`config.mk`:
```
export PLATFORM = sky130hd
export DESIGN_NAME = I2CCsr_flat
export DESIGN_NICKNAME = d
export VERILOG_FILES = /design/src/hw/i2cPkg.sv /design/src/hw/i2cCtrlIf.sv /design/src/hw/I2CCsr.sv /design/src/flat_wrapper.sv
export SDC_FILE = /design/constraint.sdc
export NUM_CORES = 1
export LEC_CHECK = 0
export ABC_AREA = 1
export BUFFER_PORTS_ARGS = -buffer_cell sky130_fd_sc_hd__buf_2
export CAP_MARGIN = 25
export CORE_MARGIN = 3
export CORE_UTILIZATION = 40
export DETAILED_ROUTE_END_ITERATION = 8
export PLACE_DENSITY_LB_ADDON = 0.25
export SETUP_SLACK_MARGIN = 0.5
export SYNTH_ARGS = -nofsm -noshare
export SYNTH_HDL_FRONTEND = slang
export SYNTH_SLANG_ARGS = --single-unit
```
`constraint.sdc`:
```
create_clock -name sysClk -period 2.2 [get_ports sysClk]
set_clock_uncertainty 0.15 [all_clocks]
set_input_delay 0.11 -clock sysClk [delete_from_list [all_inputs] [get_ports sysClk]]
set_output_delay 0.11 -clock sysClk [all_outputs]
set_load 0.05 [all_outputs]
```
`src/hw/i2cPkg.sv`:
```
/* Shared widths, register offsets and sequencer states of the I2C keypad block.
   Offsets are byte addresses within the block; only the low 4 address bits decode. */
`default_nettype none

package i2cPkg;

	//------------------------------------------------------------------
	// Widths
	//------------------------------------------------------------------
	localparam int I2C_DIV_BITS  = 16;	// SCL divider register
	localparam int KEYPAD_BITS   = 16;	// Two bytes from the port expander
	localparam int BUS_DATA_BITS = 32;	// Bus data word

	//------------------------------------------------------------------
	// Register offsets
	//------------------------------------------------------------------
	localparam logic [3:0] REG_CTRL   = 4'h0;	// Bit 0 enable
	localparam logic [3:0] REG_DIV    = 4'h4;	// Quarter-bit divider
	localparam logic [3:0] REG_KEYPAD = 4'h8;	// Read only
	localparam logic [3:0] REG_STATUS = 4'hC;	// Sticky, write 1 to clear

	// Sequencer states, one SCL period per bit
	typedef enum logic [3:0] {
		IDLE,		// SCL parked high, waiting for enable
		START,		// SDA falls while SCL high
		ADDR,		// 7-bit address plus read bit
		ADDR_ACK,	// Slave acknowledge
		RDHI,		// First data byte, upper half
		ACKHI,		// Master ACK
		RDLO,		// Second data byte
		NACKLO,		// Master NACK ends the read
		STOP,		// SDA rises while SCL high
		GAP			// Bus free time before the next START
	} i2cSeqState;

endpackage

`default_nettype wire

```
`src/hw/i2cCtrlIf.sv`:
```
/* Control and status between register space and I2C unit.
   seqComp and addrNack are single-cycle strobes; keyPad is valid with seqComp. */
`timescale 1ns/1ps
`default_nettype none

interface i2cCtrlIf;

	logic								en;			// Run repeated reads
	logic	[i2cPkg::I2C_DIV_BITS-1:0]	div;		// Cycles per quarter bit, minus one
	logic	[i2cPkg::KEYPAD_BITS-1:0]	keyPad;		// Last word read
	logic								seqComp;	// Read done strobe
	logic								addrNack;	// Address not acknowledged

	// Register side
	modport csr (
		output	en,
		output	div,
		input	keyPad,
		input	seqComp,
		input	addrNack
	);

	// Engine side
	modport unit (
		input	en,
		input	div,
		output	keyPad,
		output	seqComp,
		output	addrNack
	);

endinterface

`default_nettype wire

```
`src/hw/I2CCsr.sv`:
```
/* Control and status registers. Unmapped offsets read zero; a status strobe and a
   write-1 clear in the same cycle leave the flag set. */
`timescale 1ns/1ps
`default_nettype none

module I2CCsr #(
	parameter							pBlockAdrsMap	= 8,
	parameter	[pBlockAdrsMap-1:0]		pAdrsMap		= 'h04,
	parameter							pBusAdrsBit		= 32
)(
	input	wire								sysClk,
	input	wire								rstN,
	input	wire	[i2cPkg::BUS_DATA_BITS-1:0]	usiWd,
	input	wire	[pBusAdrsBit-1:0]			usiAdrs,
	input	wire								usiWCke,
	output	logic	[i2cPkg::BUS_DATA_BITS-1:0]	usiRd,
	output	logic								usiVd,
	i2cCtrlIf.csr								ctrl
);

	localparam int lpPadDiv	= i2cPkg::BUS_DATA_BITS - i2cPkg::I2C_DIV_BITS;
	localparam int lpPadKey	= i2cPkg::BUS_DATA_BITS - i2cPkg::KEYPAD_BITS;

	//------------------------------------------------------------------
	// Address decode
	//------------------------------------------------------------------
	logic			blockHit;	// Upper field matches this block
	logic	[3:0]	regOfs;		// Byte offset inside the block
	logic			wrEn;

	assign blockHit	= (usiAdrs[pBusAdrsBit-1 -: pBlockAdrsMap] == pAdrsMap);
	assign regOfs	= usiAdrs[3:0];
	assign wrEn		= usiWCke & blockHit;

	//------------------------------------------------------------------
	// Registers
	//------------------------------------------------------------------
	logic								enReg;
	logic	[i2cPkg::I2C_DIV_BITS-1:0]	divReg;
	logic	[i2cPkg::KEYPAD_BITS-1:0]	keyPadReg;
	logic								seqCompFlag;	// Sticky
	logic								addrNackFlag;	// Sticky
	logic								clrComp;
	logic								clrNack;

	// Write 1 to clear
	assign clrComp = wrEn && (regOfs == i2cPkg::REG_STATUS) && usiWd[0];
	assign clrNack = wrEn && (regOfs == i2cPkg::REG_STATUS) && usiWd[1];

	always_ff @(posedge sysClk or negedge rstN)
	begin
		if (!rstN)
		begin
			enReg			<= 1'b0;
			divReg			<= '1;		// Slowest SCL out of reset
			keyPadReg		<= '0;
			seqCompFlag		<= 1'b0;
			addrNackFlag	<= 1'b0;
		end
		else
		begin
			if (wrEn && (regOfs == i2cPkg::REG_CTRL))
				enReg <= usiWd[0];
			if (wrEn && (regOfs == i2cPkg::REG_DIV))
				divReg <= usiWd[i2cPkg::I2C_DIV_BITS-1:0];
			if (ctrl.seqComp)
				keyPadReg <= ctrl.keyPad;	// Only good reads land here
			seqCompFlag		<= ctrl.seqComp | (seqCompFlag & ~clrComp);	// Set wins
			addrNackFlag	<= ctrl.addrNack | (addrNackFlag & ~clrNack);
		end
	end

	assign ctrl.en	= enReg;
	assign ctrl.div	= divReg;

	//------------------------------------------------------------------
	// Read mux, one cycle after the address
	//------------------------------------------------------------------
	always_ff @(posedge sysClk or negedge rstN)
	begin
		if (!rstN)
		begin
			usiRd <= '0;
			usiVd <= 1'b0;
		end
		else
		begin
			usiVd <= blockHit;
			if (!blockHit)
				usiRd <= '0;
			else
			begin
				case (regOfs)
					i2cPkg::REG_CTRL:	usiRd <= {{(i2cPkg::BUS_DATA_BITS-1){1'b0}}, enReg};
					i2cPkg::REG_DIV:	usiRd <= {{lpPadDiv{1'b0}}, divReg};
					i2cPkg::REG_KEYPAD:	usiRd <= {{lpPadKey{1'b0}}, keyPadReg};
					i2cPkg::REG_STATUS:
						usiRd <= {{(i2cPkg::BUS_DATA_BITS-2){1'b0}}, addrNackFlag, seqCompFlag};
					default:			usiRd <= '0;	// Unmapped
				endcase
			end
		end
	end

endmodule

`default_nettype wire

```
`src/flat_wrapper.sv`:
```
// flat-port wrapper written by rule: the top's interface ports become plain ports
module I2CCsr_flat 
#(
	parameter							pBlockAdrsMap	= 8,
	parameter	[pBlockAdrsMap-1:0]		pAdrsMap		= 'h04,
	parameter							pBusAdrsBit		= 32
)
  (sysClk, rstN, usiWd, usiAdrs, usiWCke, usiRd, usiVd, ctrl_en, ctrl_div, ctrl_keyPad, ctrl_seqComp, ctrl_addrNack);
  i2cCtrlIf ctrl_i ();
  input	wire sysClk;
  input	wire rstN;
  input	wire	[i2cPkg::BUS_DATA_BITS-1:0] usiWd;
  input	wire	[pBusAdrsBit-1:0] usiAdrs;
  input	wire usiWCke;
  output	logic	[i2cPkg::BUS_DATA_BITS-1:0] usiRd;
  output	logic usiVd;
  output wire logic [$bits(ctrl_i.en)-1:0] ctrl_en;
  output wire logic [$bits(ctrl_i.div)-1:0] ctrl_div;
  input wire logic [$bits(ctrl_i.keyPad)-1:0] ctrl_keyPad;
  input wire logic [$bits(ctrl_i.seqComp)-1:0] ctrl_seqComp;
  input wire logic [$bits(ctrl_i.addrNack)-1:0] ctrl_addrNack;
  assign ctrl_en = ctrl_i.en;
  assign ctrl_div = ctrl_i.div;
  assign ctrl_i.keyPad = ctrl_keyPad;
  assign ctrl_i.seqComp = ctrl_seqComp;
  assign ctrl_i.addrNack = ctrl_addrNack;
  I2CCsr #(.pBlockAdrsMap(pBlockAdrsMap), .pAdrsMap(pAdrsMap), .pBusAdrsBit(pBusAdrsBit)) u_core (.sysClk(sysClk), .rstN(rstN), .usiWd(usiWd), .usiAdrs(usiAdrs), .usiWCke(usiWCke), .usiRd(usiRd), .usiVd(usiVd), .ctrl(ctrl_i));
endmodule
```
==> flow_summary.ini <==
[outcome]
status = completed

[synthesis]
synth_top_area_share_pct = 39.74
synth_compound_area_share_pct = 3.587
synth_top_family_by_area = simple AND/OR/NAND/NOR gates
synth_fa_ha_area_share_pct = 0
synth.area.mux_share_pct = 0
syn_area_um2 = 2267
synth_xor_area_share_pct = 0
synth-simple-area-share_pct = 28.92
yosys-top-cells-area = dfrtp_1, nand2_1, dfstp_2
synth_seq_cells = 52
synth.avg_cell_area_um2 = 8.653
yosys_warnings = 0
yosysTopAreaCell = dfrtp_1
netlist_instances = 262
ys_types = 23
yosysSeqAreaShare_pct = 58.28

[place]
dpl.hpwl_um = 3552
place_congestion = 0.7590
dpl_cell_area_um2 = 2670
dp_slack_ns = 0.4222
portBuffers = 82

[grt]
grt_pass1_wl_um = 8990
first_global_vias = 2032
gr-usage-all-layers_pct = 17.77
grt_max_degree = 30
grt.overflow.total = 0
grt_antenna_before_repair = 0

[sta]
maxSlewHeadroom_pct = 52.81
drv_slew = 0
fmax_mhz = 634.1
finalSetupViolCount = 0
post-route-period-util_pct = 71.69
setup_ws_ns = 0.6229
fin_crit_ns = 1.577
tightest_slew_ns = 0.7070
hold_viol_final = 0
fin_tns_setup_ns = 0
rsz0062_at_grt = false

[floorplanning]
initial_core_util_pct = 42.76
die_h_um = 81.29
dieWidth_um = 81.29
rows = 26
core_um2 = 5303
ios = 135
fp.dieArea_um2 = 6607

[power]
power_density_nw_per_um2 = 568.4
ir_worst_vdd_uv = 323.0
p_leak_nw = 1.653
power_mw = 1.788

[final_layout]
fin_util_pct = 59.34
syn2layout_area_growth_pct = 38.80
layout-drive-gt1-share_pct = 29.84
n_antenna_cell = 0
postLayoutCellArea_um2 = 3147
finalNetCount = 466
mostFrequentLayoutCell = nand2_1
final_cell_mix = nand2_1, buf_2, dlygate4sd3_1

[clock_tree]
cts_buffer_depth = 2
root_buffer = clkbuf_8
cts.htree.levels = 2
clk-insertion-delay-late_ns = 0.29
numClockSinks = 52
cts_tree = built
clk_pin_slew_worst_paths_ns = 0.09
cts_buffers = 5

[worst_setup_path]
cp.required_ns = 2.23
path_common_cell = nand2_1
cp_max_fo = 19
cpLargestDelayFamily = buffers and inverters
crit_path_cell_trace = buf_2 > nor2_1 > buf_6 > inv_1 > nor2_2 > nand4_1 > nand2_1 > nand2_1 > dlygate4sd3_1
worst-setup-path-type = in -> reg
crit_slowest_cell = dlygate4sd3_1
max_stage_delay_ns = 0.54
worst_setup_path_start_kind = primary input
endpoint_kind = flop
arrival_ns = 1.61
cp_num_buf_inv = 4

[flow_run]
drv_cap = 0

[min_path]
hold_path_class = in -> reg

[detailed_routing]
avgViaCountPerCell = 4.518
first_pass_iters = 4
drtIter0Drc = 105
antenna_left = 0
routedWlPerCell_um = 12.23
totalWireLength_um = 5529
drc_errors = 0
vias = 2042
cells by family (layout without fill, tap and decap cells):
group           Yosys count  in the layout
buf+inv                  34            139
simple gates            159            159
compound gates           16             16
flops                    52             52
other cells               1             16
power by group:
group          internal [mW]  switching, mW
combinational         0.0934          0.153
sequential             0.985         0.0146
clock                  0.257          0.285
total                   1.34          0.453
final cells by class:
class,instances,area (um2)
fillers,508,2156
flip-flops and latches,52,1321
repair buffers,123,817.0
multi-input cells,191,799.5
clock buffers,8,90.09
well taps,70,87.58
inverters,8,31.28
timing repair:
action / CTS / global route
setup endpoints to repair: 0 / 2
hold buffers: 38 / 0
setup buffers: 0 / 0
endpoints found under the hold margin: 54 / 0
gates resized for setup: 0 / 2
tightest hold or removal path: stages:
cell and delay (ns):
buf_2 0.12, nor3_1 0.07, nand3_1 0.07, nand2_1 0.05, nand2_1 0.05
flip-flops by register name (all words and copies together), names as in the netlist:
| register | flops |
|---|---|
| u_core.ctrl.div | 16 |
| u_core.keyPadReg | 16 |
| u_core.usiRd | 16 |
| u_core.addrNackFlag | 1 |
| u_core.ctrl.en | 1 |
| u_core.seqCompFlag | 1 |
| u_core.usiVd | 1 |
synthesized netlist by cell type, drive strengths merged:
| cell | n |
|---|---|
| nand2 | 124 |
| buf | 24 |
| nor3 | 1 |
| dfrtp | 36 |
| inv | 6 |
| clkbuf | 2 |
| a21oi | 14 |
| dfstp | 16 |
| nand3 | 20 |
| nor2 | 11 |
| conb | 1 |
| a31oi | 1 |
| clkinv | 2 |
| nand4 | 3 |
| o21ai | 1 |
per-layer routing:
metal	GRT usage, %	up-vias	share of wire, %
met5	0	-	0
li1	-	1023	-
met2	34.53	66	52
met1	19.19	949	42
met3	3.659	4	5.2
met4	4.730	0	0.99
final timing paths:
check	startpoint	slack (ns)	cells past startpoint	endpoint
worst min register to register	u_core.keyPadReg[5]	0.33	2	u_core.keyPadReg[5]
worst min-delay path	usiAdrs[3]	0.05	5	u_core.ctrl.en
min in group asynchronous	rstN	0.22	2	u_core.keyPadReg[2]
max in group asynchronous	rstN	0.98	3	u_core.ctrl.div[8]
worst max-delay path	usiAdrs[1]	0.62	9	u_core.addrNackFlag
worst max register to register	u_core.addrNackFlag	0.90	3	u_core.addrNackFlag
metrics by stage:
stage / hold WS (ns) / cells
2_1_floorplan: -0.3356 / 277
3_3_place_gp: 0.02238 / 406
3_5_place_dp: 0.02506 / 406
4_1_cts: 0.02884 / 452
5_1_grt: 0.06109 / 452
6_report: 0.05247 / 452
No activity file was read; power rests on OpenSTA's default activity.
